===== config.mk =====
export PLATFORM = sky130hd
export DESIGN_NAME = inst_fetch
export DESIGN_NICKNAME = d
export VERILOG_FILES = /design/src/source/npu_pkg.sv /design/src/source/inst_fetch.sv
export SDC_FILE = /design/constraint.sdc
export NUM_CORES = 2
export LEC_CHECK = 0
export ABC_AREA = 1
export BUFFER_PORTS_ARGS = -buffer_cell sky130_fd_sc_hd__buf_4
export CAP_MARGIN = 20
export CORE_AREA = 4 4 438 548
export CTS_BUF_LIST = sky130_fd_sc_hd__clkbuf_16
export CTS_CLUSTER_DIAMETER = 50
export DETAILED_ROUTE_END_ITERATION = 10
export DIE_AREA = 0 0 442 552
export PLACE_DENSITY = 0.71
export SYNTH_ARGS = -nofsm -noshare
export SYNTH_HDL_FRONTEND = slang
export SYNTH_SLANG_ARGS = --single-unit

===== constraint.sdc =====
create_clock -name CLOCK_50 -period 11.1 [get_ports CLOCK_50]
set_input_delay 1.11 -clock CLOCK_50 [delete_from_list [all_inputs] [get_ports CLOCK_50]]
set_output_delay 1.11 -clock CLOCK_50 [all_outputs]
set_load 0.05 [all_outputs]

===== src/source/npu_pkg.sv =====
`default_nettype none

package npu_pkg;

    localparam int bank_count = 4;
    localparam int bank_depth = 256;
    localparam int inst_depth = 64;

    typedef logic signed [15:0] word_t;
    typedef logic [7:0]         bank_addr_t;
    typedef logic [1:0]         bank_sel_t;
    typedef logic [5:0]         inst_addr_t;
    typedef logic [7:0]         elem_count_t;
    typedef logic [47:0]        inst_t;

    // --------------------------------------------------
    // instruction fields, low bit of each, from the top
    // --------------------------------------------------
    localparam int op_lsb        = 44;
    localparam int src1_bank_lsb = 42;
    localparam int src1_off_lsb  = 34;
    localparam int src2_bank_lsb = 32;
    localparam int src2_off_lsb  = 24;
    localparam int dest_bank_lsb = 22;
    localparam int dest_off_lsb  = 14;
    localparam int count_lsb     = 6;
    // bits 5:0 unused

    typedef enum logic [3:0] {
        op_halt = 4'd0,
        op_add  = 4'd1,
        op_relu = 4'd10
    } opcode_t;

    // who drives each bank
    typedef enum logic [2:0] {
        own_host,
        own_add_src1,
        own_add_src2,
        own_add_dest,
        own_relu_src,
        own_relu_dest
    } bank_owner_t;

endpackage

`default_nettype wire


===== src/source/inst_fetch.sv =====
`timescale 1ns/100ps
`default_nettype none

module inst_fetch (
    input  wire                      CLOCK_50,
    input  wire                      reset,
    input  wire                      run,
    input  wire                      take,
    input  wire                      inst_wr_en,
    input  wire npu_pkg::inst_addr_t inst_wr_addr,
    input  wire npu_pkg::inst_t      inst_wr_data,
    output npu_pkg::inst_t           fetch_inst,
    output logic                     fetch_valid
);
    import npu_pkg::*;

    inst_t      inst_mem [inst_depth];
    inst_addr_t pc;
    logic       fresh;

    // host load port and synchronous read at pc
    always_ff @(posedge CLOCK_50) begin
        if (inst_wr_en) begin
            inst_mem[inst_wr_addr] <= inst_wr_data;
        end
        fetch_inst <= inst_mem[pc];
    end

    // read register is stale for one cycle after pc moves or memory is written
    always_ff @(posedge CLOCK_50) begin
        if (reset) begin
            pc    <= '0;
            fresh <= 1'b0;
        end else begin
            if (take) begin
                pc <= pc + 1'b1;
            end
            fresh <= !take && !inst_wr_en;
        end
    end

    // a halt word parks the pc
    assign fetch_valid = fresh && run
                      && (opcode_t'(fetch_inst[op_lsb +: $bits(opcode_t)]) != op_halt);

endmodule

`default_nettype wire


=== Word-level counts from Yosys, hierarchy flattened ===
Memory sizes are Yosys's and may differ from the RTL's. A register that Yosys moved wholly into a read port is not among the register bits.
Cells that the tools add are included.

* Input bits: 59
* Output and inout bits: 49
* Bits in read-only memories: 0
* Latch bits: 0
* Memories: 1
* Register bits: 7
* RAM bits: 3072
* Word-level logic and storage cells: 12

* Shift operators: 0
* Muxes and demuxes: 2
* Bitwise logic cells: 0
* Reductions and logical operators: 6
* Equality and inequality tests: 0
* Add/sub/neg operators: 1
* Order comparisons: 0
* Div/mod/pow operators: 0
* Multiply operators: 0

{| class="wikitable"
|+ Memories
! memory !! words !! width !! rd ports !! clocked after Yosys merged registers in !! write ports !! RTL line !! text
|-
| inst_mem || 64 || 48 || 1 || 1 || 1 || inst_fetch.sv:17 || <nowiki>inst_t inst_mem [inst_depth];</nowiki>
|}

{| class="wikitable"
|+ Operators with widths
! cell !! count
|-
| adder 6 x 1 -> 6 bit (second input constant) || 1
|-
| nonzero test 4 bit || 1
|-
| logical AND 1 bit || 3
|-
| zero test 1 bit || 2
|-
| 2-to-1 mux 1 bit || 2
|}

=== Longest topological paths before layout ===
* Depth after elaboration: 2
* Depth in mapped cells: 15

=== Worst setup path before layout ===
OpenSTA, ideal clock, no wires.

* Kind: input-to-reg
* Start point: input inst_wr_en
* End point: memory inst_mem[48][0] (netlist bit) (enable)
* Cell stages on the path: 3
* Data arrival time: 6.268 ns
* Setup time: 0.574 ns
* Required time: 10.526 ns
* Path buffers: 1
* Slack: 4.258 ns
* Cell sequence: clkbuf_1 nand4_1 nor4_1

* Word-level cells in the longest chain between the ends: 2

{| class="wikitable"
|+ RTL lines
! element !! RTL line !! text
|-
| from (decl) || inst_fetch.sv:9 || <nowiki>input wire inst_wr_en,</nowiki>
|-
| 2-to-1 mux 1 bit || inst_fetch.sv:23 || <nowiki>if (inst_wr_en) begin</nowiki>
|-
| 2-to-1 mux 1 bit (not written as such) || inst_fetch.sv:24 || <nowiki>inst_mem[inst_wr_addr] <= inst_wr_data;</nowiki>
|-
| to (decl) || inst_fetch.sv:17 ||
|}

No other way between the ends.

==> impl_metrics.env <==
export IMPL_clock_insertion_delay_worst_skew_ns=0.88
export IMPL_finalWirelength_microns=393000
export IMPL_power_density_cell_area_nw_per_um2=175
export IMPL_post_layout_total_power_mw=24.8
export IMPL_finalCriticalPeriod_ns=5.01
export IMPL_drt_pass1_iterations=6
export IMPL_critPathSlowestCell="sky130_fd_sc_hd__dfxtp_4"
export IMPL_max_clock_freq_mhz=200
export IMPL_synth_nets=11700
export IMPL_io_pin_count=108
export IMPL_mostFrequentLayoutCell="sky130_fd_sc_hd__nand2_1"
export IMPL_cts_reportedPaths_clkPinSlew_ns=0.07
export IMPL_timing_critical_path_fanout_max=169
export IMPL_grt_antenna_before_repair=33
export IMPL_count_of_pins_over_their_slew_limit=0
export IMPL_outcome="finished clean"
export IMPL_cts_buffer_depth=4
export IMPL_timing_clock_skew_ns=0.0480
export IMPL_critical_path_top_delay_family="buffers and inverters"
export IMPL_synth_warnings=0
export IMPL_worst_r2r_start="pc[0]$_SDFFE_PP0P_"
export IMPL_gate_count_of_the_mapped_netlist=11700
export IMPL_pin_count_of_the_biggest_net_entering_global_routing=232
export IMPL_tightestPinTransition_ns=1.25
export IMPL_cp_end_kind="flip-flop"
export IMPL_critical_path_most_common_cell="sky130_fd_sc_hd__nor2_1"
export IMPL_detailroute_wirelength_met2_microns=184000
export IMPL_fin_setup_tns_ns=0
export IMPL_detail_route_drc_violations=0
export IMPL_gp_routability_congestion=0.844
export IMPL_total_leakage_power_nw=54.3
export IMPL_synthesis_area_per_instance_sq_um=11.0
export IMPL_maxSlewHeadroom_pct=16.9
export IMPL_track_usage_pct=31.4
export IMPL_chipHeight_microns=552
export IMPL_yosys_cell_types_count=26
export IMPL_cts_buffers=303
export IMPL_worst_min_delay_path_class="primary input to flip-flop"
export IMPL_cp_class="flip-flop to flip-flop"
export IMPL_globalRoute_totalOverflow=0
export IMPL_maxUsedRoutingLayer="met5"
export IMPL_count_of_nets_left_with_antenna_violations_after_detail_routing=0
export IMPL_row_count=199
export IMPL_clock_sinks=3127
export IMPL_worstPathArrival_ns=5.78
export IMPL_synth_area_top_cells="sky130_fd_sc_hd__edfxtp_1 72%, sky130_fd_sc_hd__nand2_1 12%, sky130_fd_sc_hd__nand3_1 4.9%"
export IMPL_worstHoldStart="reset"
export IMPL_cpPeakStageDelay_ns=1.10
export IMPL_timing_critical_path_buf_inv=3
export IMPL_cts_root_buffer="sky130_fd_sc_hd__clkbuf_16"
export IMPL_mostFrequentLayoutCells="3952 x sky130_fd_sc_hd__nand2_1, 3072 x sky130_fd_sc_hd__edfxtp_1, 1256 x sky130_fd_sc_hd__nand3_1"
export IMPL_finalHoldWorstSlack_ns=0.474
export IMPL_setup_violations_final=0
export IMPL_avgViaCountPerCell=5.92
export IMPL_die_width_microns=442
export IMPL_met3RoutedLength_microns=45000
export IMPL_n_fill_cell=17900
export IMPL_synth_top_area_share_pct=71.7
export IMPL_syn_area_sq_um=129000
export IMPL_number_of_global_route_vias_before_repair=84600
export IMPL_timing_final_crit_share_pct=45.1
export IMPL_tritoncts_clock_tree="done"
export IMPL_synth_seq_area_share_pct=72.5
export IMPL_core_area_sq_um=235000
export IMPL_yosys_register_bits=3127
export IMPL_setup_worst_path_start="pc[0]$_SDFFE_PP0P_"
export IMPL_critical_path_startpoint_type="flip-flop"
export IMPL_layout_drive_gt1_share_pct=6.90
export IMPL_dieArea_sq_um=244000
export IMPL_global_route_wire_length_before_repair_microns=565000
export IMPL_cts_hold_buffers_added=0
export IMPL_initial_utilization_pct=54.8
export IMPL_vias=88400
export IMPL_path_cells="buf_4 > buf_4 > buf_12 > nor2_1 > nor2_1 > o21ai_0 > a21oi_1 > nor2_1 > nand2_1 > nand3_1 > nand2_1"
export IMPL_syn2layout_area_growth_pct=10.1
export IMPL_final_hold_viol_count=0
export IMPL_wl_per_cell_microns=26.3
export IMPL_peakVddDrop_v=0.000119
export IMPL_port_buffers=107
export IMPL_detailed_place_hpwl_microns=197000
export IMPL_initialDrtViolationCount=12200
export IMPL_synth_largest_area_cell="sky130_fd_sc_hd__edfxtp_1"
export IMPL_grt_setup_unrepaired="no"
export IMPL_cp_required_ns=11.87
export IMPL_htree_num_levels=5
export IMPL_maxCapViolCount=0
export IMPL_wl_met1_microns=136000
export IMPL_cts_repair_timing_setup_buffer_count=0
export IMPL_cts_resized_gates=0
export IMPL_final_nets=11600
sequential cells by signal (all words and copies together) (netlist names):
signal / count
inst_mem: 3072
fetch_inst: 48
fresh: 1
pc: 6
path summary, 6_finish.rpt:
check,cells past startpoint,end,slack [ns]
hold reg to reg,2,pc[3]$_SDFFE_PP0P_,0.69
setup reg to reg,11,fetch_inst[5]$_DFF_P_,6.09
setup / recovery,11,fetch_inst[5]$_DFF_P_,6.09
hold / removal,2,pc[1]$_SDFFE_PP0P_,0.47
worst reg2reg max path: cells and delay by family (launching register included):
family | cells | cell delay, ns
compound gates | 2 | 0.35
buf+inv | 3 | 2.53
simple gates | 6 | 0.95
flops | 1 | 1.10
cells in the mapped netlist, drive strengths merged:
cell type,n
a31oi,1
nor3,6
clkbuf,315
edfxtp,3072
o21ai,434
nor4,9
nand4,9
clkinv,1
buf,338
or2,47
a21oi,194
nor2,1200
dfxtp,55
ha,1
nor3b,3
nand3,1256
inv,763
nand2,3953
where the power goes:
group	internal (mW)	switching [mW]	total (mW)
Sequential	13.1	0.0664	13.1
Clock	5.73	4.40	10.1
Combinational	0.374	1.19	1.56
Total	19.2	5.65	24.8
cells by family (layout without fill, tap and decap cells):
kind of cell    count (synthesis)  in the layout  synth area share, %
buf+inv                      1417           1565                 4.75
flops                        3127           3127                 72.5
compound gates                629            629                 2.45
fa+ha+maj                       1              1              0.00972
simple gates                 6483           6483                 20.3
other cells                     0             15                    0
routing by layer:
| layer | global-route usage [%] | vias to the layer above |
|---|---|---|
| met1 | 39.2 | 42400 |
| met3 | 6.32 | 1314 |
| met2 | 50.8 | 5823 |
| met4 | 19.3 | 20 |
| li1 | - | 38800 |
| met5 | 0 | - |
layout make-up:
cell class                 count  area [sq um]  share of cell area [%]
sequential                  3127         93400                    65.9
multi-input combinational   7113         29700                    21.0
tap                         3115          3900                    2.75
clock buffer                 310          7760                    5.47
inverter                     764          2920                    2.06
clock inverter               222          1840                    1.30
antenna                       15          37.5                  0.0265
timing repair buffer         269          2180                    1.54
metrics by stage:
step	instance area, sq um	utilization (%)	instances	setup slack, ns
after floorplan	129000	-	11700	4.26
after global placement	132000	56.2	14400	6.35
after detailed placement	132000	56.2	14400	6.31
after CTS	142000	60.3	14900	6.31
after global routing	142000	60.4	14900	6.01
final	142000	60.4	14900	6.09
(Power assumes the default switching activity.)
