==> src/source/npu_pkg.sv <==
`default_nettype none

package npu_pkg;

    localparam int bank_count = 4;
    localparam int bank_depth = 256;
    localparam int inst_depth = 64;

    typedef logic signed [15:0] word_t;
    typedef logic [7:0]         bank_addr_t;
    typedef logic [1:0]         bank_sel_t;
    typedef logic [5:0]         inst_addr_t;
    typedef logic [7:0]         elem_count_t;
    typedef logic [47:0]        inst_t;

    // --------------------------------------------------
    // instruction fields, low bit of each, from the top
    // --------------------------------------------------
    localparam int op_lsb        = 44;
    localparam int src1_bank_lsb = 42;
    localparam int src1_off_lsb  = 34;
    localparam int src2_bank_lsb = 32;
    localparam int src2_off_lsb  = 24;
    localparam int dest_bank_lsb = 22;
    localparam int dest_off_lsb  = 14;
    localparam int count_lsb     = 6;
    // bits 5:0 unused

    typedef enum logic [3:0] {
        op_halt = 4'd0,
        op_add  = 4'd1,
        op_relu = 4'd10
    } opcode_t;

    // who drives each bank
    typedef enum logic [2:0] {
        own_host,
        own_add_src1,
        own_add_src2,
        own_add_dest,
        own_relu_src,
        own_relu_dest
    } bank_owner_t;

endpackage

`default_nettype wire

==> src/source/bank_crossbar.sv <==
`timescale 1ns/100ps
`default_nettype none

module bank_crossbar (
    input  wire                         CLOCK_50,
    input  wire npu_pkg::bank_owner_t   bank_owner [npu_pkg::bank_count],
    input  wire npu_pkg::bank_sel_t     host_bank,
    input  wire npu_pkg::bank_addr_t    host_addr,
    input  wire                         host_wr_en,
    input  wire npu_pkg::word_t         host_wr_data,
    input  wire npu_pkg::bank_addr_t    add_src1_addr,
    input  wire npu_pkg::bank_addr_t    add_src2_addr,
    input  wire npu_pkg::bank_addr_t    add_dest_addr,
    input  wire npu_pkg::word_t         add_dest_wr_data,
    input  wire                         add_dest_wr_en,
    input  wire npu_pkg::bank_addr_t    relu_src_addr,
    input  wire npu_pkg::bank_addr_t    relu_dest_addr,
    input  wire npu_pkg::word_t         relu_dest_wr_data,
    input  wire                         relu_dest_wr_en,
    input  wire npu_pkg::word_t         bank_rd_data [npu_pkg::bank_count],
    output npu_pkg::word_t              host_rd_data,
    output npu_pkg::word_t              add_src1_data,
    output npu_pkg::word_t              add_src2_data,
    output npu_pkg::word_t              relu_src_data,
    output npu_pkg::bank_addr_t         bank_addr    [npu_pkg::bank_count],
    output npu_pkg::word_t              bank_wr_data [npu_pkg::bank_count],
    output logic                        bank_wr_en   [npu_pkg::bank_count]
);
    import npu_pkg::*;

    bank_sel_t host_bank_q;

    // host read data follows the address by one cycle
    always_ff @(posedge CLOCK_50) begin
        host_bank_q <= host_bank;
    end

    assign host_rd_data = bank_rd_data[host_bank_q];

    // per-bank request mux
    always_comb begin
        for (int b = 0; b < bank_count; b++) begin
            bank_addr[b]    = host_addr;
            bank_wr_data[b] = host_wr_data;
            bank_wr_en[b]   = host_wr_en && (host_bank == bank_sel_t'(b));
            case (bank_owner[b])
                own_add_src1: begin
                    bank_addr[b]  = add_src1_addr;
                    bank_wr_en[b] = 1'b0;
                end
                own_add_src2: begin
                    bank_addr[b]  = add_src2_addr;
                    bank_wr_en[b] = 1'b0;
                end
                own_add_dest: begin
                    bank_addr[b]    = add_dest_addr;
                    bank_wr_data[b] = add_dest_wr_data;
                    bank_wr_en[b]   = add_dest_wr_en;
                end
                own_relu_src: begin
                    bank_addr[b]  = relu_src_addr;
                    bank_wr_en[b] = 1'b0;
                end
                own_relu_dest: begin
                    bank_addr[b]    = relu_dest_addr;
                    bank_wr_data[b] = relu_dest_wr_data;
                    bank_wr_en[b]   = relu_dest_wr_en;
                end
                default: begin
                end
            endcase
        end
    end

    // read data back to whichever unit owns the bank
    always_comb begin
        add_src1_data = '0;
        add_src2_data = '0;
        relu_src_data = '0;
        for (int b = 0; b < bank_count; b++) begin
            if (bank_owner[b] == own_add_src1) begin
                add_src1_data = bank_rd_data[b];
            end
            if (bank_owner[b] == own_add_src2) begin
                add_src2_data = bank_rd_data[b];
            end
            if (bank_owner[b] == own_relu_src) begin
                relu_src_data = bank_rd_data[b];
            end
        end
    end

endmodule

`default_nettype wire

==> config.mk <==
export PLATFORM = sky130hd
export DESIGN_NAME = bank_crossbar
export DESIGN_NICKNAME = d
export VERILOG_FILES = /design/src/source/npu_pkg.sv /design/src/source/bank_crossbar.sv
export SDC_FILE = /design/constraint.sdc
export NUM_CORES = 1
export LEC_CHECK = 0
export BUFFER_PORTS_ARGS = -buffer_cell sky130_fd_sc_hd__buf_2
export CAP_MARGIN = 10
export CORE_AREA = 2 2 132 134
export DETAILED_ROUTE_END_ITERATION = 7
export DIE_AREA = 0 0 134 136
export PLACE_DENSITY = 0.62
export SETUP_SLACK_MARGIN = 0.1
export SLEW_MARGIN = 0
export SYNTH_ARGS = -nofsm -noshare
export SYNTH_HDL_FRONTEND = slang
export SYNTH_SLANG_ARGS = --single-unit
export TNS_END_PERCENT = 5
==> constraint.sdc <==
create_clock -name CLOCK_50 -period 1.6 [get_ports CLOCK_50]
set_input_delay 0.08 -clock CLOCK_50 [delete_from_list [all_inputs] [get_ports CLOCK_50]]
set_output_delay 0.08 -clock CLOCK_50 [all_outputs]
set_load 0.02 [all_outputs]
======== Word level (Yosys, flattened, before mapping) ========
Cells that the tools add are included.
storage, ports and cells
  register bits ........................... 2
  input bits .............................. 178
cells by class
  $lt $le $gt $ge ......................... 1
  eq/ne operators ......................... 23
  multiplexer cells ....................... 27
  bitwise logic cells ..................... 1
  reductions and logical operators ........ 9
operators with widths
  operator                                                  number
  two-way mux 16 bit                                        14
  one-hot mux 8 bit (5 select lines)                        4
  one-hot mux 16 bit (2 select lines)                       4
  binary-select mux 16 bit (select 2 bit)                   1
  == test 3 x 2 -> 1 bit, second input constant             8
  == test 3 bit, second input constant                      8
  == test 3 x 1 -> 1 bit, second input constant             4
  one-hot mux 1 bit (3 select lines)                        4
  OR reduction 3 bit                                        4
  == test 2 bit, second input constant                      2
  logical AND 1 bit                                         4
  greater-or-equal comparator 3 bit, second input constant  1
  NOT 2 -> 3 bit                                            1
  == test 2 x 1 -> 1 bit, second input constant             1
  logical NOT 2 bit                                         1

======== Logic depth before layout (Yosys ltp) ========
  word-level depth ........................ 5
  mapped depth ............................ 7

======== Worst setup path after synthesis ========
OpenSTA, ideal clock, no wires.
  path type ............................... in2out
  from .................................... input port bank_owner[6] (netlist name)
  to ...................................... output port add_src1_data[10]
  arrival time ............................ 1.542 ns
  required time ........................... 1.520 ns
  path slack .............................. -0.022 ns
  cell stages on the path ................. 6
  buffers on the path ..................... 2
  cell sequence ........................... buf_4 nor3b_4 nor4_4 buf_4 a221oi_1 o31ai_1
on the way
  cells in the longest elaborated chain, start to end .. 4
RTL lines
  item                             line                 source
  start: declaration               bank_crossbar.sv:6   input wire npu_pkg::bank_owner_t bank_owner [npu_pkg::bank_count],
  == test 3 x 1 -> 1 bit           bank_crossbar.sv:81  if (bank_owner[b] == own_add_src1) begin
  two-way mux 16 bit (3 in a row)  bank_crossbar.sv:81
  end: declaration                 bank_crossbar.sv:22  output npu_pkg::word_t add_src1_data,
No other way between the ends.

======== Final worst setup path ========
  from .................................... register host_bank_q[0]
  to ...................................... output port host_rd_data[8]
on the way
  cells in the longest elaborated chain, start to end .. 4
RTL lines
  item                                                   line                 source
  start: declaration                                     bank_crossbar.sv:31  bank_sel_t host_bank_q;
  start signal: assignment                               bank_crossbar.sv:35  host_bank_q <= host_bank;
  NOT 2 -> 3 bit (not written as such)                   bank_crossbar.sv:38  assign host_rd_data = bank_rd_data[host_bank_q];
  binary-select mux 16 bit (select 2 bit)                bank_crossbar.sv:38
  two-way mux 16 bit (not written as such) (2 in a row)  bank_crossbar.sv:38
  end: declaration                                       bank_crossbar.sv:21  output npu_pkg::word_t host_rd_data,
No other way between the ends. The select of a mux whose other input is x is not followed.

==> results.sh <==
export IMPL_pin_count=342
export IMPL_nFillCells=1746
export IMPL_grt_max_degree=33
export IMPL_core_area_sq_mm=0.0169
export IMPL_drv_slew=0
export IMPL_synth_top_area_frac=0.129
export IMPL_grt_use_total=0.293
export IMPL_clk_pin_slew_worst_paths_ps=30
export IMPL_drive_gt1_frac=0.454
export IMPL_worst_ep_arrival_time_ps=1450
export IMPL_cts_tree="done"
export IMPL_powerDensity_mw_per_mm2=439
export IMPL_end_kind="output pin"
export IMPL_hold_violations=0
export IMPL_worstMarginPinSlew_ps=410
export IMPL_row_count=48
export IMPL_worstPathRequired_ps=1520
export IMPL_crit_slowest_cell="mux4_2"
export IMPL_dpl_cell_area_sq_mm=0.00779
export IMPL_die_height_microns=136
export IMPL_grt_pass1_wl_microns=43400
export IMPL_maxSlewHeadroom=0.726
export IMPL_ys_warn_count=0
export IMPL_area_delta_synth_final_pct=60.2
export IMPL_design_area_sq_mm=0.00836
export IMPL_firstDrtPassIters=6
export IMPL_reg_top3="host_bank_q x2"
export IMPL_place_gp_congestion=0.966
export IMPL_hpwl_microns=23500
export IMPL_synth_main_ff_cell="dfxtp_1"
export IMPL_setup_viol_count_final=0
export IMPL_drt_iter0_markers=914
export IMPL_die_x_microns=134
export IMPL_fin_setup_tns_ps=0
export IMPL_cts_made_buffers=3
export IMPL_start_util=0.309
export IMPL_rsz0062_at_grt="true"
export IMPL_drc=0
export IMPL_critPathBufInv=2
export IMPL_wl_per_cell_microns=20.5
export IMPL_cp_cell_sequence="buf_12, mux4_2, buf_6"
export IMPL_root_buffer="clkbuf_16"
export IMPL_clockBufferDepth=2
export IMPL_vias_per_cell=6.13
export IMPL_wl_microns=29300
export IMPL_cts_sinks=2
export IMPL_fin_crit_sh=0.955
export IMPL_hold_slack_ps=92.2
export IMPL_period_needed_ps=1530
export IMPL_maxCapViolations=0
export IMPL_die_area_sq_mm=0.0182
export IMPL_final_cell_mix="298 x buf_2, 178 x nand2_1, 94 x buf_4, 64 x nor2_1, 63 x a21oi_1"
export IMPL_hold_buffers=0
export IMPL_synthArstFlopShare=0
export IMPL_overflow=0
export IMPL_crit_type="reg2out"
export IMPL_synth_seq_area_share=0.00768
export IMPL_antenna_found_initial=5
export IMPL_largest_reg_flops=2
export IMPL_startpoint="host_bank_q[0]$_DFF_P_"
export IMPL_yosys_top_cells_area="nand2_1 13%, a22oi_1 8.5%, mux4_2 8.2%"
export IMPL_final_common_cell="buf_2"
export IMPL_fin_nets=1383
export IMPL_ys_ff_latch=2
export IMPL_drtAntennaViolNets=0
export IMPL_syn_inst=839
export IMPL_p_leak_nw=3.90
export IMPL_max_freq_mhz=655
export IMPL_syn_avg_cell_area_sq_um=6.22
export IMPL_status="finished clean"
export IMPL_h_tree_depth=1
export IMPL_synth_edf_count=0
export IMPL_crit_family="multiplexers"
export IMPL_p_total_mw=3.67
export IMPL_regMostFlops="host_bank_q"
export IMPL_grt_pass1_vias=7672
export IMPL_cp_max_fo=16
export IMPL_synth_top_area_cell="nand2_1"
export IMPL_syn_nets=1017
export IMPL_synthDistinctLibCells=56
export IMPL_hold_start="host_bank[0]"
export IMPL_io_buffers=341
export IMPL_cp_start_kind="flip-flop"
export IMPL_hold_class="in2reg"
export IMPL_critPathMaxStageDelay_ps=550
export IMPL_synth_area_sq_mm=0.00522
export IMPL_irDropWorstVdd_mv=0.295
export IMPL_vias=8772
-- repair_timing --
action                                  4_1_cts  5_1_grt
pin swaps                                     7       18
endpoints found under the setup margin       86      117
cloned                                        0        0
buffers inserted                              2        0
resized for setup                            56       76
hold endpoints to repair                      0        0
-- cell type report --
cell class	instances	area, sq um	area share
Multi-Input combinational cell	725	4910	0.588
Timing Repair Buffer	447	2940	0.352
Tap cell	225	282	0.0337
Inverter	26	97.6	0.0117
Clock buffer	3	75.1	0.00898
Sequential cell	2	41.3	0.00494
Antenna cell	3	7.51	0.000898
-- cell usage after synthesis, drive strengths merged (4+ instances only) --
cell	number
a31oi	5
nor3	7
o31ai	35
nand2b	16
o221ai	4
nand2	179
mux2i	12
a2bb2oi	11
nor2b	9
o211ai	4
nor3b	5
o21ai	58
a221oi	57
inv	26
buf	50
o22ai	55
a21oi	67
clkbuf	36
o32a	5
and3b	6
a22oi	59
mux4	19
a311oi	4
nor2	70
mux2	5
-- logic make-up (layout without fill, tap and decap cells) --
logic type,Yosys count,count (layout),share of synthesized area
DFF,2,2,0.00768
muxes,36,36,0.116
buffers and inverters,112,476,0.0986
other,0,3,0
and+or+nand+nor,309,309,0.271
AOI/OAI and AO/OA,380,380,0.507
-- metal layers --
metal / share of wire / global-route usage
met1: 0.38 / 0.382
met2: 0.48 / 0.495
met3: 0.11 / 0.0466
met4: 0.033 / 0.0969
met5: 0.00092 / 0
-- stage by stage --
step                      setup slack, ps   util  cells
after global routing                 15.1  0.495   1430
after floorplan                     -22.2      -    839
after CTS                            46.2  0.478   1428
after detailed placement            -98.7  0.462   1423
after global placement              -85.6  0.462   1423
final                                72.4  0.495   1431
-- path summary, 6_finish.rpt --
path / end / slack (ps) / depth (start not counted)
worst max-delay path: host_rd_data[8] / 70 / 3
worst min-delay path: host_bank_q[0]$_DFF_P_ / 90 / 1
-- report_power, final --
part,leakage (nW),internal [mW],switching [mW]
combinational,3.84,1.31,1.93
clock,0.0370,0.318,0.0595
sequential,0.0169,0.0533,0.00132
total,3.90,1.68,1.99
(Power assumes the default switching activity.)
