<file path="src/source/npu_pkg.sv">
`default_nettype none

package npu_pkg;

    localparam int bank_count = 4;
    localparam int bank_depth = 256;
    localparam int inst_depth = 64;

    typedef logic signed [15:0] word_t;
    typedef logic [7:0]         bank_addr_t;
    typedef logic [1:0]         bank_sel_t;
    typedef logic [5:0]         inst_addr_t;
    typedef logic [7:0]         elem_count_t;
    typedef logic [47:0]        inst_t;

    // --------------------------------------------------
    // instruction fields, low bit of each, from the top
    // --------------------------------------------------
    localparam int op_lsb        = 44;
    localparam int src1_bank_lsb = 42;
    localparam int src1_off_lsb  = 34;
    localparam int src2_bank_lsb = 32;
    localparam int src2_off_lsb  = 24;
    localparam int dest_bank_lsb = 22;
    localparam int dest_off_lsb  = 14;
    localparam int count_lsb     = 6;
    // bits 5:0 unused

    typedef enum logic [3:0] {
        op_halt = 4'd0,
        op_add  = 4'd1,
        op_relu = 4'd10
    } opcode_t;

    // who drives each bank
    typedef enum logic [2:0] {
        own_host,
        own_add_src1,
        own_add_src2,
        own_add_dest,
        own_relu_src,
        own_relu_dest
    } bank_owner_t;

endpackage

`default_nettype wire

</file>
<file path="src/source/inst_dispatch.sv">
`timescale 1ns/100ps
`default_nettype none

module inst_dispatch (
    input  wire                   CLOCK_50,
    input  wire                   reset,
    input  wire npu_pkg::inst_t   fetch_inst,
    input  wire                   fetch_valid,
    input  wire                   add_done,
    input  wire                   relu_done,
    output logic                  take,
    output logic                  busy,
    output logic                  retire,
    output npu_pkg::opcode_t      retire_op,
    output npu_pkg::bank_owner_t  bank_owner [npu_pkg::bank_count],
    output logic                  add_start,
    output logic                  relu_start,
    output npu_pkg::bank_addr_t   src1_addr,
    output npu_pkg::bank_addr_t   src2_addr,
    output npu_pkg::bank_addr_t   dest_addr,
    output npu_pkg::elem_count_t  count
);
    import npu_pkg::*;

    opcode_t     fetch_op;
    logic        known_op;
    logic        dec_valid;
    opcode_t     dec_op;
    bank_sel_t   dec_src1_bank;
    bank_sel_t   dec_src2_bank;
    bank_sel_t   dec_dest_bank;
    bank_addr_t  dec_src1_off;
    bank_addr_t  dec_src2_off;
    bank_addr_t  dec_dest_off;
    elem_count_t dec_count;
    logic        iss_valid;
    opcode_t     iss_op;
    logic        add_done_q;
    logic        relu_done_q;
    logic        done_rise;

    assign fetch_op = opcode_t'(fetch_inst[op_lsb +: $bits(opcode_t)]);
    assign known_op = (fetch_op == op_add) || (fetch_op == op_relu);

    // one instruction in flight, unknown opcodes are skipped
    assign take = fetch_valid && !busy;

    // --------------------------------------------------
    // decode
    // --------------------------------------------------
    always_ff @(posedge CLOCK_50) begin
        if (reset) begin
            dec_valid <= 1'b0;
        end else begin
            dec_valid <= take && known_op;
        end
    end

    always_ff @(posedge CLOCK_50) begin
        if (take) begin
            dec_op        <= fetch_op;
            dec_src1_bank <= fetch_inst[src1_bank_lsb +: $bits(bank_sel_t)];
            dec_src2_bank <= fetch_inst[src2_bank_lsb +: $bits(bank_sel_t)];
            dec_dest_bank <= fetch_inst[dest_bank_lsb +: $bits(bank_sel_t)];
            dec_src1_off  <= fetch_inst[src1_off_lsb +: $bits(bank_addr_t)];
            dec_src2_off  <= fetch_inst[src2_off_lsb +: $bits(bank_addr_t)];
            dec_dest_off  <= fetch_inst[dest_off_lsb +: $bits(bank_addr_t)];
            dec_count     <= fetch_inst[count_lsb +: $bits(elem_count_t)];
        end
    end

    // --------------------------------------------------
    // issue, fills the owner table
    // --------------------------------------------------
    always_ff @(posedge CLOCK_50) begin
        if (reset) begin
            iss_valid <= 1'b0;
            for (int b = 0; b < bank_count; b++) begin
                bank_owner[b] <= own_host;
            end
        end else begin
            iss_valid <= dec_valid;
            if (done_rise) begin
                for (int b = 0; b < bank_count; b++) begin
                    bank_owner[b] <= own_host;
                end
            end
            if (dec_valid) begin
                if (dec_op == op_add) begin
                    bank_owner[dec_src1_bank] <= own_add_src1;
                    bank_owner[dec_src2_bank] <= own_add_src2;
                    bank_owner[dec_dest_bank] <= own_add_dest;
                end else begin
                    bank_owner[dec_src1_bank] <= own_relu_src;
                    bank_owner[dec_dest_bank] <= own_relu_dest;
                end
            end
        end
    end

    always_ff @(posedge CLOCK_50) begin
        if (dec_valid) begin
            iss_op    <= dec_op;
            src1_addr <= dec_src1_off;
            src2_addr <= dec_src2_off;
            dest_addr <= dec_dest_off;
            count     <= dec_count;
        end
    end

    // --------------------------------------------------
    // execute strobes
    // --------------------------------------------------
    always_ff @(posedge CLOCK_50) begin
        if (reset) begin
            add_start  <= 1'b0;
            relu_start <= 1'b0;
        end else begin
            add_start  <= iss_valid && (iss_op == op_add);
            relu_start <= iss_valid && (iss_op == op_relu);
        end
    end

    // --------------------------------------------------
    // commit
    // --------------------------------------------------
    assign done_rise = (add_done && !add_done_q) || (relu_done && !relu_done_q);

    always_ff @(posedge CLOCK_50) begin
        if (reset) begin
            add_done_q  <= 1'b0;
            relu_done_q <= 1'b0;
            retire      <= 1'b0;
            busy        <= 1'b0;
        end else begin
            add_done_q  <= add_done;
            relu_done_q <= relu_done;
            retire      <= done_rise;
            if (take && known_op) begin
                busy <= 1'b1;
            end else if (done_rise) begin
                busy <= 1'b0;
            end
        end
    end

    always_ff @(posedge CLOCK_50) begin
        if (done_rise) begin
            retire_op <= iss_op;
        end
    end

endmodule

`default_nettype wire

</file>
<file path="config.mk">
export PLATFORM = sky130hd
export DESIGN_NAME = inst_dispatch
export DESIGN_NICKNAME = d
export VERILOG_FILES = /design/src/source/npu_pkg.sv /design/src/source/inst_dispatch.sv
export SDC_FILE = /design/constraint.sdc
export NUM_CORES = 1
export LEC_CHECK = 0
export BUFFER_PORTS_ARGS = -buffer_cell sky130_fd_sc_hd__buf_2
export CAP_MARGIN = 20
export CORE_MARGIN = 2
export CORE_UTILIZATION = 24
export DETAILED_ROUTE_END_ITERATION = 7
export PLACE_DENSITY = 0.5
export SYNTH_ARGS = -nofsm -noshare
export SYNTH_HDL_FRONTEND = slang
export SYNTH_SLANG_ARGS = --single-unit
</file>
<file path="constraint.sdc">
create_clock -name CLOCK_50 -period 3.2 [get_ports CLOCK_50]
set_input_delay 0 -clock CLOCK_50 [delete_from_list [all_inputs] [get_ports CLOCK_50]]
set_output_delay 0 -clock CLOCK_50 [all_outputs]
set_load 0.02 [all_outputs]
</file>
Word level (Yosys, flattened, before mapping)

Cells that the tools add are included.

Memories kept: 0
Logic and storage cells: 82
Bits in registers: 102
Input port bits: 53
ROM bits: 0
Bits in latches: 0
Output and inout port bits: 53
Memory bits (writable): 0

Multiplexer cells: 12
Order comparisons: 6
Reductions and logical operators: 15
Divide/modulo/power cells: 0
$mul: 0
Bitwise gates (word level): 18
$add $sub $neg: 0
Shift-type cells: 0
Equality and inequality tests: 5

Operators with widths:

| kind                                                       | number |
|---|---|
| 2-to-1 mux 12 bit                                          | 4 |
| AND 8 bit                                                  | 3 |
| NOT 8 bit                                                  | 3 |
| demux 3 bit (select 2 bit)                                 | 3 |
| bitwise OR 8 bit                                           | 2 |
| equality test 4 x 1 -> 1 bit, second input constant        | 3 |
| bitwise OR 4 bit                                           | 3 |
| >= comparator 3 bit, second input constant                 | 3 |
| logical AND 1 bit                                          | 9 |
| less-than comparator 3 x 1 -> 1 bit, second input constant | 3 |
| 2-to-1 mux 3 bit                                           | 3 |
| NOT 2 -> 3 bit                                             | 3 |
| AND 4 bit                                                  | 2 |
| equality test 4 bit, second input constant                 | 2 |
| NOT 4 bit                                                  | 2 |
| zero test 1 bit                                            | 3 |
| logical OR 1 bit                                           | 2 |
| 2-to-1 mux 1 bit                                           | 2 |
| nonzero test 2 bit                                         | 1 |

Depth between registers and ports, before layout

Depth after elaboration: 11
Depth in mapped cells: 5
Mapped depth without buffers: 4

Least setup slack after synthesis

Ideal clock, no wire load.

Path kind: flip-flop to flip-flop
Start: register busy
End: register busy
Path buffers: 0
Path slack: 0.133 ns
Setup time: 0.073 ns
Data required time: 3.127 ns
Arrival time: 2.994 ns
Stages on the path, launching flop included: 4
Period minus slack after synthesis: 3.067 ns
Cells stage by stage: dfxtp_1 -> nor2b_1 -> nand3b_1 -> a21oi_1

Cells in the longest elaborated chain, start to end: 4
Elaborated cells between the ends (all ways): 5
Classes of those cells: mux: 1; reduce/logical: 4

Ends and longest elaborated chain:

| what                                                   | line                 | RTL |
|---|---|---|
| start: declaration                                     | inst_dispatch.sv:12  | `output logic busy,` |
| start signal: assignment                               | inst_dispatch.sv:134 | `busy <= 1'b0;` |
| start signal: assignment                               | inst_dispatch.sv:140 | `busy <= 1'b1;` |
| start signal: assignment                               | inst_dispatch.sv:142 | `busy <= 1'b0;` |
| zero test 1 bit *                                      | inst_dispatch.sv:46  | `assign take = fetch_valid && !busy;` |
| logical AND 1 bit *                                    | inst_dispatch.sv:46  |  |
| via take                                               | inst_dispatch.sv:11  | `output logic take,` |
| logical AND 1 bit *                                    | inst_dispatch.sv:139 | `if (take && known_op) begin` |
| 2-to-1 mux 1 bit or nonzero test 2 bit (tied branches) | n/a                  |  |

Mark *: on every way through the listed nets, which the timed path passes. The rest lies on a longest branch.
A chain may end at the register's enable or synchronous reset.

Worst setup path after layout

Start: register busy
End: output port take

Cells in the longest elaborated chain, start to end: 2

Ends and longest elaborated chain:

| what              | line |
|---|---|
| zero test 1 bit   | inst_dispatch.sv:46 |
| logical AND 1 bit | inst_dispatch.sv:46 |
| end: declaration  | inst_dispatch.sv:11 |

Every way passes these cells.

==> results.cfg <==
[pwr]
ir_drop_mv = 0.385
powerDensity_mw_per_mm2 = 578
seqPwrFrac = 0.535
p_sw_frac = 0.195
power.share.clock = 0.412
p_switching_uw = 549
internal-power_uw = 2260
combPwrFrac = 0.053
p_leak_uw = 0.00187

[routing]
firstDrtPassIters = 4
routed_via_density = 4.04
num_vias = 2118
routed_wl_um = 7150
drt_iter0_markers = 88
wl_per_cell_um = 13.6
postRouteAntennaNets = 0
drc = 0

[placed_design]
place.gp.congestion = 0.769
place_ws_ns = 1.45
port_buffers = 99
dpl.cell_count = 464
dpl.hpwl_um = 4740

[clock_network]
ctsResizeCount = 0
clock_sinks = 102
root_buffer = clkbuf_16
clk_pin_slew_ns = 0.07
cts_buffers = 9
htree_levels = 3
cts_tree = yes
cts.path.max_buffers = 2
clk-insertion-delay-late_ns = 0.34

[timing]
finalHoldViolCount = 0
slew_viol_final = 0
fin_crit_ns = 1.96
hold_slack_ns = 0.0264
rsz0062_at_grt = no
slew-limit-headroom = 0.309
min_period_over_period = 0.612
fin_setup_tns_ns = 0
tightest_slew_ns = 1.04
setup_violations = 0
clock_skew_ns = 0.00591
fmax_mhz = 510
fin_ws_ns = 1.24

[logic_synthesis]
synth_top_area_cell = edfxtp_1
netlist_area_sq_mm = 0.00338
synth_seq_area_share = 0.847
async_flop_share = 0
yosys_warnings = 0
synth_edf_count = 82
syn_area_per_cell_sq_um = 18.1
ys_ff_latch = 102
syn_inst = 187
synth.top_cell.area_share = 0.729
yosysUniqueCellTypes = 29
synth_area_leaders = edfxtp_1 73%, dfxtp_1 12%, nand2_1 2.0%
synth_nets = 240
ys.flop_type = edfxtp_1

[global_route]
grt_overflow = 0
grt_max_degree = 27
grt_usage = 0.102
antenna_found_initial = 0
grt_pass1_wl_um = 11200
grt_pass1_vias = 2256

[flow_run]
maxCapViolCount = 0

[status]
outcome = completed

[hold_path]
hold_path.class = in2reg

[cells_and_area]
antennaDiodeCount = 0
drive_above_1_share = 0.358
mostFrequentLayoutCells = 99 x buf_2, 82 x edfxtp_1, 44 x dlygate4sd3_1
utilization = 0.352
final_common_cell = buf_2
syn_to_final_growth_pct = 44.0
fin_nets = 392
fin_cells = 524

[floorplan]
io-pin-count = 106
die_h_um = 123
die_w_um = 123
fp-row-count = 43
die-area_sq_mm = 0.0150
initial_utilization = 0.244
core_sq_mm = 0.0138

[critical_path]
crit_required_ns = 3.20
path_class = reg2out
critPathArrivalTime_ns = 1.96
crit_fanout = 26
endpoint_kind = output port
start_kind = flip-flop
==> worst max-delay path: stages, from the launching register on <==
cell     delay [ns]
dfxtp_1        0.36
nor2b_4        0.64
buf_4          0.38
buf_2          0.21
==> through the flow <==
stage / power, uW / instance area (sq um)
5_1_grt: 2930 / 4870
3_3_place_gp: 1640 / 4100
3_5_place_dp: 1640 / 4100
6_report: 2810 / 4870
2_1_floorplan: 1580 / 3380
4_1_cts: 2850 / 4870
==> sequential cells by signal (all words and copies together), names as in the netlist, 2 cells and up <==
signal and flops:
bank_owner 12, count 8, dec_count 8, dec_dest_off 8
dec_src1_off 8, dec_src2_off 8, dest_addr 8, src1_addr 8
src2_addr 8, dec_op 4, iss_op 4, retire_op 4
dec_dest_bank 2, dec_src1_bank 2, dec_src2_bank 2
==> Yosys cell counts (3+ instances only) <==
master,count
edfxtp_1,82
dfxtp_1,20
nand2_1,18
nor2_1,8
nand2b_1,7
a221oi_1,5
a22oi_1,5
a32oi_1,4
nand3_1,4
nor2b_1,4
a31oi_1,3
inv_1,3
o22ai_1,3
==> metal layers <==
layer	vias to the layer above	share of wire	GRT usage
li1	1022	-	-
met1	1010	0.41	0.109
met2	72	0.51	0.173
met3	14	0.058	0.0423
met4	0	0.024	0.0524
met5	-	0	0
==> final timing paths <==
path / startpoint / to / slack [ns] / depth (start not counted)
hold reg to reg: dec_src2_off[4] / src2_addr[4] / 0.41 / 0
setup reg to reg: add_done_q / retire_op[1] / 1.48 / 3
setup / recovery: busy / take / 1.24 / 3
hold / removal: reset / bank_owner[1] / 0.03 / 2
==> power by group through the flow <==
stage	clock, uW	combinational [uW]	sequential, uW
4_1_cts	1190	150	1500
3_5_place_dp	0	108	1530
2_1_floorplan	0	41.7	1540
6_report	1160	149	1500
3_3_place_gp	0	105	1530
5_1_grt	1260	165	1510
==> logic make-up (layout without fill, tap and decap cells) <==
family | after synthesis | after routing | share of synthesized area
buf+inv | 7 | 164 | 0.00963
compound gates | 28 | 28 | 0.0622
simple gates | 48 | 48 | 0.0748
flops | 102 | 102 | 0.847
mux | 2 | 2 | 0.00593
==> layout make-up <==
cell class | instances | area, sq um
fill | 1329 | 8960
sequential | 102 | 2860
timing repair buffer | 145 | 951
multi-input combinational | 78 | 490
clock buffer | 10 | 239
tap | 180 | 225
clock inverter | 6 | 85.1
inverter | 3 | 11.3
==> timing repair <==
action	4_1_cts	5_1_grt
hold buffers	44	0
hold endpoints to repair	46	0
buffers inserted	0	0
(Power assumes the default switching activity.)
