===== config.mk =====
export PLATFORM = sky130hd
export DESIGN_NAME = matrix_add
export DESIGN_NICKNAME = d
export VERILOG_FILES = /design/src/source/npu_pkg.sv /design/src/source/matrix_add.sv
export SDC_FILE = /design/constraint.sdc
export NUM_CORES = 1
export LEC_CHECK = 0
export BUFFER_PORTS_ARGS = -buffer_cell sky130_fd_sc_hd__buf_4
export CAP_MARGIN = 20
export CELL_PAD_IN_SITES_DETAIL_PLACEMENT = 2
export CELL_PAD_IN_SITES_GLOBAL_PLACEMENT = 2
export CORE_MARGIN = 2
export CORE_UTILIZATION = 28
export CTS_CLUSTER_DIAMETER = 200
export DETAILED_ROUTE_END_ITERATION = 12
export GPL_ROUTABILITY_DRIVEN = 0
export HOLD_SLACK_MARGIN = 0.08
export PLACE_DENSITY = 0.85
export REMOVE_ABC_BUFFERS = 1
export SLEW_MARGIN = 20
export SYNTH_ARGS = -nofsm -noshare
export SYNTH_HDL_FRONTEND = slang
export SYNTH_SLANG_ARGS = --single-unit

===== constraint.sdc =====
create_clock -name CLOCK_50 -period 3.8 [get_ports CLOCK_50]
set_input_delay 1.14 -clock CLOCK_50 [delete_from_list [all_inputs] [get_ports CLOCK_50]]
set_output_delay 1.14 -clock CLOCK_50 [all_outputs]
set_load 0.1 [all_outputs]

===== src/source/npu_pkg.sv =====
`default_nettype none

package npu_pkg;

    localparam int bank_count = 4;
    localparam int bank_depth = 256;
    localparam int inst_depth = 64;

    typedef logic signed [15:0] word_t;
    typedef logic [7:0]         bank_addr_t;
    typedef logic [1:0]         bank_sel_t;
    typedef logic [5:0]         inst_addr_t;
    typedef logic [7:0]         elem_count_t;
    typedef logic [47:0]        inst_t;

    // --------------------------------------------------
    // instruction fields, low bit of each, from the top
    // --------------------------------------------------
    localparam int op_lsb        = 44;
    localparam int src1_bank_lsb = 42;
    localparam int src1_off_lsb  = 34;
    localparam int src2_bank_lsb = 32;
    localparam int src2_off_lsb  = 24;
    localparam int dest_bank_lsb = 22;
    localparam int dest_off_lsb  = 14;
    localparam int count_lsb     = 6;
    // bits 5:0 unused

    typedef enum logic [3:0] {
        op_halt = 4'd0,
        op_add  = 4'd1,
        op_relu = 4'd10
    } opcode_t;

    // who drives each bank
    typedef enum logic [2:0] {
        own_host,
        own_add_src1,
        own_add_src2,
        own_add_dest,
        own_relu_src,
        own_relu_dest
    } bank_owner_t;

endpackage

`default_nettype wire


===== src/source/matrix_add.sv =====
`timescale 1ns/100ps
`default_nettype none

module matrix_add (
    input  wire                       CLOCK_50,
    input  wire                       reset,
    input  wire                       start,
    input  wire npu_pkg::bank_addr_t  src1_addr,
    input  wire npu_pkg::bank_addr_t  src2_addr,
    input  wire npu_pkg::bank_addr_t  dest_addr,
    input  wire npu_pkg::elem_count_t count,
    input  wire npu_pkg::word_t       src1_data,
    input  wire npu_pkg::word_t       src2_data,
    output npu_pkg::bank_addr_t       src1_rd_addr,
    output npu_pkg::bank_addr_t       src2_rd_addr,
    output npu_pkg::bank_addr_t       dest_wr_addr,
    output npu_pkg::word_t            dest_wr_data,
    output logic                      dest_wr_en,
    output logic                      done
);
    import npu_pkg::*;

    typedef enum logic [1:0] {
        st_idle,
        st_stream,
        st_drain
    } state_t;

    state_t      state;
    elem_count_t remain;

    always_ff @(posedge CLOCK_50) begin
        if (reset) begin
            state      <= st_idle;
            dest_wr_en <= 1'b0;
            done       <= 1'b0;
        end else begin
            dest_wr_en <= (state == st_stream);
            case (state)
                st_idle: begin
                    if (start) begin
                        state <= st_stream;
                        done  <= 1'b0;
                    end
                end
                st_stream: begin
                    if (remain == elem_count_t'(1)) begin
                        state <= st_drain;
                    end
                end
                default: begin
                    // last write lands this cycle
                    state <= st_idle;
                    done  <= 1'b1;
                end
            endcase
        end
    end

    // offsets wrap at the end of the bank
    always_ff @(posedge CLOCK_50) begin
        if (start && state == st_idle) begin
            src1_rd_addr <= src1_addr;
            src2_rd_addr <= src2_addr;
            dest_wr_addr <= dest_addr;
            remain       <= count;
        end else begin
            if (state == st_stream) begin
                src1_rd_addr <= src1_rd_addr + 1'b1;
                src2_rd_addr <= src2_rd_addr + 1'b1;
                remain       <= remain - 1'b1;
            end
            if (dest_wr_en) begin
                dest_wr_addr <= dest_wr_addr + 1'b1;
            end
        end
    end

    assign dest_wr_data = src1_data + src2_data;

endmodule

`default_nettype wire


Word-level counts from Yosys, hierarchy flattened
Cells that the tools add are included.
- add/sub/neg operators: 5
- equal/unequal tests: 4
- muxes and demuxes: 13
- bitwise logic cells: 1
- reductions and logical operators: 6
- operators with widths (kind ; count):
    $mux W8 ; 8
    $add A8 B1 Y8 const B ; 3
    $add A16 B16 Y16 ; 1
    $eq A8 B1 Y1 const B ; 1
    $sub A8 B1 Y8 const B ; 1
    $mux W2 ; 2
    $ne A2 B2 Y1 const B ; 2
    $pmux W2 S2 ; 1
    $reduce_and A2 Y1 ; 2
    $reduce_bool A2 Y1 ; 2
    $eq A2 B1 Y1 const B ; 1
    $logic_not A2 Y1 ; 1
    $pmux W1 S2 ; 1
    $logic_and A1 B1 Y1 ; 1
    $mux W1 ; 1
    $not A1 Y1 ; 1
- register bits: 36
- input bits: 67
- output and inout bits: 42
- logic and storage cells: 36

Depth between registers and ports, before layout
Gate-level depths: netlist (run 1).
- depth after elaboration: 3
- gate-level depth with buffers: 8
- depth with buffers taken out: 8

Worst setup path after synthesis (run 1)
OpenSTA, ideal clock, no wires.
- kind: input to output
- from: in src1_data[0]
- to: out dest_wr_data[10]
- arrival: 3.923 ns
- data required time: 2.660 ns
- path slack: -1.263 ns
- stages: 8
- path buffers: 0
- cell sequence: ha_1 > inv_1 > fa_1 > nor2b_4 > o211ai_1 > a21oi_4 > a31oi_1 > xnor2_1
- word-level cells in the longest chain between the ends: 1
- ends and longest elaborated chain (element ; RTL line ; text):
    from (decl) ; matrix_add.sv:12 ; input wire npu_pkg::word_t src1_data,
    $add A16 B16 Y16 ; matrix_add.sv:79 ; assign dest_wr_data = src1_data + src2_data;
    to (decl) ; matrix_add.sv:17 ; output npu_pkg::word_t dest_wr_data,
Every way passes these cells.

Final worst setup path (run 1)
- from: in src1_data[0]
- to: out dest_wr_data[12]
Same word-level chain as after synthesis.

==> metrics list, run 1 <==
- The run finished, with violations left.
- The checks that failed: setup timing.
* Slack of the worst reg-to-reg path: 1.93 ns
- Highest ir drop seen on vdd: 0.246 mV
- Area enclosed by the die boundary: 0.0101 mm^2
- The synthesized design spends more area on one cell type than any other, namely sky130_fd_sc_hd__edfxtp_1.
- Counting the fill cells in the layout gives 961.
- The slowest stage of the critical path belongs to the cell sky130_fd_sc_hd__fa_2.
* Depth of the worst hold-timing path: 2
- Fin worst setup slack: -0.375 ns
- CTS H-Tree Depth: 2
* Placed Instance Area: 0.00372 mm^2
* Crit path depth: 10
* 1st-iter DRT viols: 60
- Post-DR vias/cell: 5.01
* Global route overflow: 0
* Startpoint class of the critical path: input port
- Leading cell types by count after synthesis: sky130_fd_sc_hd__nand2_1, sky130_fd_sc_hd__edfxtp_1, sky130_fd_sc_hd__o21ai_0
* Final non-filler cell total: 512
- Number of nets in the final layout: 488
* Worst-path fanout max: 5
- Final Critical Period: 4.18 ns
- The finished cells cover 0.00416 mm^2.
* Hold WC Path Type: reg -> reg
* Top-area cell type share of the netlist area: 36.9%
- The area growth from synthesis to layout is 59.8%.
- Yosys mapped a number of flops with a built-in enable equal to 32.
- TritonCTS sink count: 36
- The completed layout was analyzed and its total power is 2.04 mW.
- The first detailed-routing pass took 4 iterations.
- The die is 100 um wide.
- The worst path uses 110% of the clock period.
* DRC errors left: 0
- STA puts the critical path data arrival time at 3.04 ns.
- Post-Synthesis Cells: 262
- Die height: 100 um
- Area of the multi-input gates: 0.00173 mm^2
- The later pin in the worst-skew pair is clocked with a latency of 0.29 ns.
* Setup skew after layout: 0.0141 ns
- Peak per-stage delay on the critical path: 0.36 ns
- Layout cell share with drive strength beyond 1: 46.4%
- After routing, the total negative slack on setup checks comes to -1.67 ns.
- Routed WL per cell: 18.7 um
- Hold Path Origin: done
* Most frequent cell after synthesis: sky130_fd_sc_hd__nand2_1
- Setup violations remaining at the end of the flow were counted as 10.
* Endpoint of the worst register-to-register path: src1_rd_addr[7]
- The tightest hold path in the finished design has a slack of 0.500 ns.
- Top cells by area, synth: sky130_fd_sc_hd__edfxtp_1, sky130_fd_sc_hd__ha_1, sky130_fd_sc_hd__xnor2_1
- The synthesized netlist occupies a cell area of 0.00260 mm^2.
- The first global-routing pass estimated 14.5 mm of wire.
- Counting along the longest clock path gives a buffer depth of 2.
- Cell with the most instances on the worst path: sky130_fd_sc_hd__buf_6
- Fin util: 45.7%
- Power density cells: 491 mW/mm^2
- In this run the static leakage power is 1.77 nW.
- Quantity of I/O buffers inserted on ports: 108
- Classification of the worst setup path: in -> out
* Number of buffers and inverters on the critical path: 3
- The Yosys step of the flow raised 0 warnings.
- Unrepaired setup endpoints after global routing: true
- Based on the critical path, the design can be clocked at up to 239 MHz.
- The cell family contributing the most delay on the critical path is compound AO/OA/AOI/OAI gates.
* Number of hold-slack violations in the final timing report: 0
- Number of global-route vias before repair: 2842
- Floorplan Core Area: 0.00911 mm^2
- TritonCTS built the clock tree.
* Largest net degree at the start of global routing: 25
- Overall track demand over capacity in global routing: 18.4%
- In this run, post-CTS hold repair placed 0 buffers.
- The initial antenna violation count is 0.
* Via count: 2566
- Worst Hold Endpoint: done
- Share of flip-flops with an asynchronous set or reset after synthesis: 0%
- After detailed routing, the total wire length is 9.57 mm.
- FF-to-FF path depth: 3
- STA puts the critical path data required time at 2.66 ns.
* Series of cell instances along the critical path: buf_6 > ha_4 > inv_2 > fa_2 > nor2b_4 > o211ai_1 > a21oi_4 > a41o_1 > xor2_1 > buf_6
* Initial core utilization: 28.6%
* Post-synth cell types: 51
* Slew at the pin with the worst max-slew slack: 0.870 ns
- Sequential fraction of the synthesis area: 40.0%
- For this design the top-level I/O count stands at 109.
- The sequential cells in the finished layout cover a total of 0.00104 mm^2.
- After clock tree synthesis, the clock-pin slew on the worst setup and hold paths is 0.07 ns.
- Total clock buffers created by CTS: 5
- Post-detailed-route count of antenna-violating nets: 0
- The floorplan has 35 rows.
- Headroom to the max-slew limit came out at 41.9%.
- The number of slew-limit violations in the final report came to 0.
* Master cell of the clock root buffer: sky130_fd_sc_hd__clkbuf_8
- Once detailed placement completed, the half-perimeter wirelength came to 7.09 mm.
- 0 antenna diodes ended up in the layout.
- Synthesis inferred 36 register bits.
- OpenSTA, run right after detailed placement, puts the worst setup slack at -0.386 ns.
- CP endpoint kind: output port
* Start of the worst register-to-register path: state[1]
- Average cell area after synthesis: 9.94 um^2
- Once placement completed, the tool counted placed cells totaling 500.
* Max-cap violation count: 0
- Leading register cell type out of synthesis: sky130_fd_sc_hd__edfxtp_1
[report_power, final]
part / total, mW / leakage [nW] / internal [mW] / switching, mW
clock: 0.272 / 0.0424 / 0.131 / 0.141
combinational: 1.19 / 1.37 / 0.366 / 0.825
sequential: 0.579 / 0.356 / 0.514 / 0.0650
total: 2.04 / 1.77 / 1.01 / 1.03
[flip-flops by register name, indices dropped and copies added (netlist names)]
name and count:
dest_wr_addr 8, dest_wr_en 1, done 1, remain 8, src1_rd_addr 8, src2_rd_addr 8, state 2
[layer usage]
layer / vias to the layer above / GRT usage, % / wire length (um)
li1: 1223 / - / -
met1: 1247 / 21.1 / 3760
met2: 82 / 35.6 / 5250
met3: 14 / 2.58 / 377
met4: 0 / 4.74 / 189
met5: - / 0 / 0
[what timing repair did]
action                     in CTS  in global routing
resized for setup              39                 20
gates cloned                    0                  0
pin swaps                      19                 22
buffers inserted                2                  4
setup endpoints to repair      11                 11
[placed cells by master, fill, tap and decap left out, types with 4 or more instances in the layout]
| master | Yosys | routed |
|---|---|---|
| sky130_fd_sc_hd__xnor2_1 | 19 | 14 |
| sky130_fd_sc_hd__a21oi_2 | 3 | 4 |
| sky130_fd_sc_hd__a21oi_1 | 7 | 5 |
| sky130_fd_sc_hd__ha_1 | 20 | 10 |
| sky130_fd_sc_hd__and3_1 | 7 | 7 |
| sky130_fd_sc_hd__edfxtp_1 | 32 | 32 |
| sky130_fd_sc_hd__ha_4 | 0 | 9 |
| sky130_fd_sc_hd__nand2_1 | 36 | 36 |
| sky130_fd_sc_hd__buf_6 | 1 | 15 |
| sky130_fd_sc_hd__dfxtp_1 | 4 | 4 |
| sky130_fd_sc_hd__inv_1 | 7 | 6 |
| sky130_fd_sc_hd__clkbuf_8 | 0 | 5 |
| sky130_fd_sc_hd__nor2_1 | 10 | 9 |
| sky130_fd_sc_hd__nand3_1 | 14 | 14 |
| sky130_fd_sc_hd__xnor2_2 | 0 | 5 |
| sky130_fd_sc_hd__buf_4 | 0 | 118 |
| sky130_fd_sc_hd__xor2_1 | 19 | 18 |
| sky130_fd_sc_hd__buf_8 | 0 | 4 |
| sky130_fd_sc_hd__o21ai_0 | 30 | 29 |
[worst max path at each step]
stage          slack, ns                to    startpoint
5_1_grt            -0.46  dest_wr_data[12]  src1_data[0]
3_5_place_dp       -0.39  dest_wr_data[14]  src1_data[0]
4_1_cts            -0.30  dest_wr_data[12]  src2_data[0]
3_3_place_gp       -0.35  dest_wr_data[12]  src1_data[0]
2_1_floorplan      -1.27  dest_wr_data[10]  src1_data[0]
6_report           -0.38  dest_wr_data[12]  src1_data[0]
[kinds of logic after synthesis]
kind of cell | count (synthesis) | synth area share, %
simple gates | 86 | 16.6
compound gates | 63 | 16.1
xor+xnor | 38 | 12.8
flops | 36 | 40.0
fa+ha+maj | 21 | 10.4
buf+inv | 14 | 2.45
mux | 4 | 1.68
[worst register-to-register path, delay by kind of cell (launching register included)]
family	cells	cell delay (ns)
and+or+nand+nor	1	0.76
DFF	1	0.38
buffers and inverters	1	0.35
AOI/OAI and AO/OA	1	0.12
[layout make-up]
cell class              count  area share [%]
inverters                   7           0.632
flip-flops and latches     36            25.0
multi-input cells         212            41.7
clock inverters             1           0.211
repair buffers            138            27.3
well taps                 111            3.34
clock buffers               7            1.83
Note: power is estimated with default switching activity, not from simulation.
==> run 2, diff against run 1 <==
--- a/config.mk
+++ b/config.mk
@@ -5,7 +5,7 @@
 export SDC_FILE = /design/constraint.sdc
 export NUM_CORES = 1
 export LEC_CHECK = 0
-export BUFFER_PORTS_ARGS = -buffer_cell sky130_fd_sc_hd__buf_4
+export BUFFER_PORTS_ARGS = -buffer_cell sky130_fd_sc_hd__buf_2
 export CAP_MARGIN = 20
 export CELL_PAD_IN_SITES_DETAIL_PLACEMENT = 2
 export CELL_PAD_IN_SITES_GLOBAL_PLACEMENT = 2
@@ -17,6 +17,7 @@
 export HOLD_SLACK_MARGIN = 0.08
 export PLACE_DENSITY = 0.85
 export REMOVE_ABC_BUFFERS = 1
+export SETUP_SLACK_MARGIN = 0.5
 export SLEW_MARGIN = 20
 export SYNTH_ARGS = -nofsm -noshare
 export SYNTH_HDL_FRONTEND = slang
==> run 2 against run 1 <==
  * Flip-flop and latch count unchanged
  * Via count grew 3.0%
  * Core utilization increased by 1.3 points
  * Largest power group unchanged
  * Combinational power increased by 9%
  * Power increased by 5.4%
  * The run still ends with setup timing left
  * Non-clock buffer count is 11 higher
==> metrics list, run 2 (synthesized netlist as in run 1, its figures left out) <==
- On the worst path, the slowest cell contributes a delay of 0.37 ns.
- The floorplan step defined a die boundary enclosing 0.0101 mm^2.
- Fin crit share: 107%
* Post-DR vias/cell: 5.05
- Fin worst setup slack: -0.277 ns
- Fill cells in the final layout number 989.
* Data arrival time at the worst-slack endpoint: 2.94 ns
* Die height: 100 um
- The library cell used most frequently in the layout, excluding fill and tap cells, is sky130_fd_sc_hd__buf_2.
* Routed WL per cell: 21.4 um
- Master cell of the clock root buffer: sky130_fd_sc_hd__clkbuf_8
* Worst-path fanout max: 5
- For the worst setup path, the data required time is 2.66 ns.
* Status: complete, but fails checks
- After clock tree synthesis, the clock-pin slew on the worst setup and hold paths is 0.08 ns.
* Slew at the pin with the worst max-slew slack: 0.869 ns
- Startpoint class of the critical path: input port
- For this block, the initial DRC count from the detailed router was 65.
- The final layout contains 499 nets.
- Slowest CP cell: sky130_fd_sc_hd__fa_2
* CTS tree: yes
* Unrepaired setup endpoints after global routing: true
* Quantity of I/O buffers inserted on ports: 108
* Count of TritonRoute iterations in the first routing pass: 4
- Maximum clock rate: 245 MHz
- Placement row count: 35
- Maximum buffer depth of the clock tree: 2
- Initial core utilization: 28.6%
* HPWL after DPL: 7.55 mm
- For this run the aggregate overflow at the end of global routing stands at 0.
* Floorplan Core Area: 0.00911 mm^2
* Total clock buffers created by CTS: 5
- Setup violations remaining at the end of the flow were counted as 12.
- Most frequent cells in the layout: sky130_fd_sc_hd__buf_2, sky130_fd_sc_hd__nand2_1, sky130_fd_sc_hd__buf_4
- Initial antenna violation count: 0
- Via count: 2642
- The clock net in this run drives a total of 36 sinks.
* Diode insertion count for antenna repair: 0
* Horizontal die dimension: 100 um
- DRC errors left: 0
- Clock skew on the completed layout was measured at 0.0129 ns.
* Layout cell share with drive strength beyond 1: 50.2%
- The sequential cells in the finished layout cover a total of 0.00104 mm^2.
- CP endpoint kind: output port
- Setup slack on the worst reg-to-reg path comes out at 1.90 ns.
- After routing, the total negative slack on setup checks comes to -2.66 ns.
* Post-detailed-route count of antenna-violating nets: 0
- CTS H-Tree Depth: 2
- Dividing total power by cell area gives a power density of 503 mW/mm^2.
- Summed over all cells, the static leakage comes to 1.86 nW.
* Boundary Pins: 109
- Number of pins with negative max-slew slack in the final report: 0
- Placed insts: 503
- Hold WC Path Type: reg -> reg
- Highest ir drop seen on vdd: 0.226 mV
- The first global-routing pass estimated 16.1 mm of wire.
- Summing all multi-input logic gate instances after layout gives 0.00181 mm^2.
- The final reports fail on setup timing.
* Worst rel slew slack: 42.0%
* Max-cap violation count: 0
- From synthesis to final layout, the design area changed by 64.5%.
- Largest net degree at the start of global routing: 25
- The number of failing hold endpoints at the final stage was 0.
- The finished layout holds 523 standard cells, fillers aside.
* Clock latency on the worst-skew pair: 0.29 ns
- Traced cell by cell, the critical path runs through buf_8 > ha_4 > inv_2 > fa_2 > nor2b_4 > o211ai_1 > a21oi_4 > a41o_1 > xor2_2 > buf_12.
* Number of global-route vias before repair: 2959
* Classification of the worst setup path: in -> out
- For this block, the routed nets add up to 11.2 mm of wire.
* Final Critical Period: 4.08 ns
- Overall track demand over capacity in global routing: 21.0%
run 2: cell count changes in the layout (fill, tap and decap cells not counted), sizes merged:
cell	previous run	this run
bufbuf	0	3
buf	138	146
run 2: worst max-delay path: cells and delay by family:
family | cells | cell delay [ns]
buffers and inverters | 3 | 0.32
adder cells (fa/ha/maj) | 2 | 0.51
XOR/XNOR | 1 | 0.19
AND/OR/NAND/NOR | 1 | 0.13
AO/OA/AOI/OAI | 3 | 0.65
run 2: power breakdown:
group	leakage (nW)	switching, mW	total [mW]	internal [mW]
clock	0.0424	0.142	0.273	0.131
combinational	1.46	0.868	1.30	0.435
sequential	0.356	0.0639	0.578	0.514
total	1.86	1.07	2.15	1.08
run 2: worst paths after layout:
kind                      from          endpoint  depth (start not counted)
setup / recovery  src2_data[0]  dest_wr_data[12]                         10
hold / removal            done              done                          2
setup reg to reg      state[1]         remain[1]                          3
hold reg to reg           done              done                          2
run 2: final cells by class:
| type | count | area share (%) |
|---|---|---|
| tap | 111 | 3.24 |
| clock inverter | 1 | 0.204 |
| inverter | 7 | 0.613 |
| sequential | 36 | 24.3 |
| clock buffer | 7 | 1.78 |
| multi-input combinational | 212 | 42.3 |
| timing repair buffer | 149 | 27.5 |
run 2: layer usage:
metal	routed length, um	share of wire (%)	GRT usage [%]
met1	4160	37	22.3
met2	6160	55	40.3
met3	496	4.4	3.55
met4	388	3.5	9.38
met5	0	0	0
run 2: metrics by stage:
step	worst slack, ns	hold slack (ns)	util (%)	instance area [um^2]	power, mW
floorplan	-1.27	0.485	-	2570	1.38
global placement	-0.354	0.462	40.6	3700	1.71
detailed placement	-0.422	0.481	40.6	3700	1.75
CTS	-0.285	0.494	45.0	4100	2.11
global route	-0.434	0.518	47.0	4280	2.24
finish	-0.277	0.486	47.0	4280	2.15
run 2: timing repair:
| item | 4_1_cts | 5_1_grt |
|---|---|---|
| pin swaps | 20 | 20 |
| buffers inserted | 7 | 5 |
| setup endpoints to repair | 15 | 15 |
| gates resized for setup | 38 | 30 |
| gates cloned | 0 | 0 |
| hold buffers | 0 | 0 |
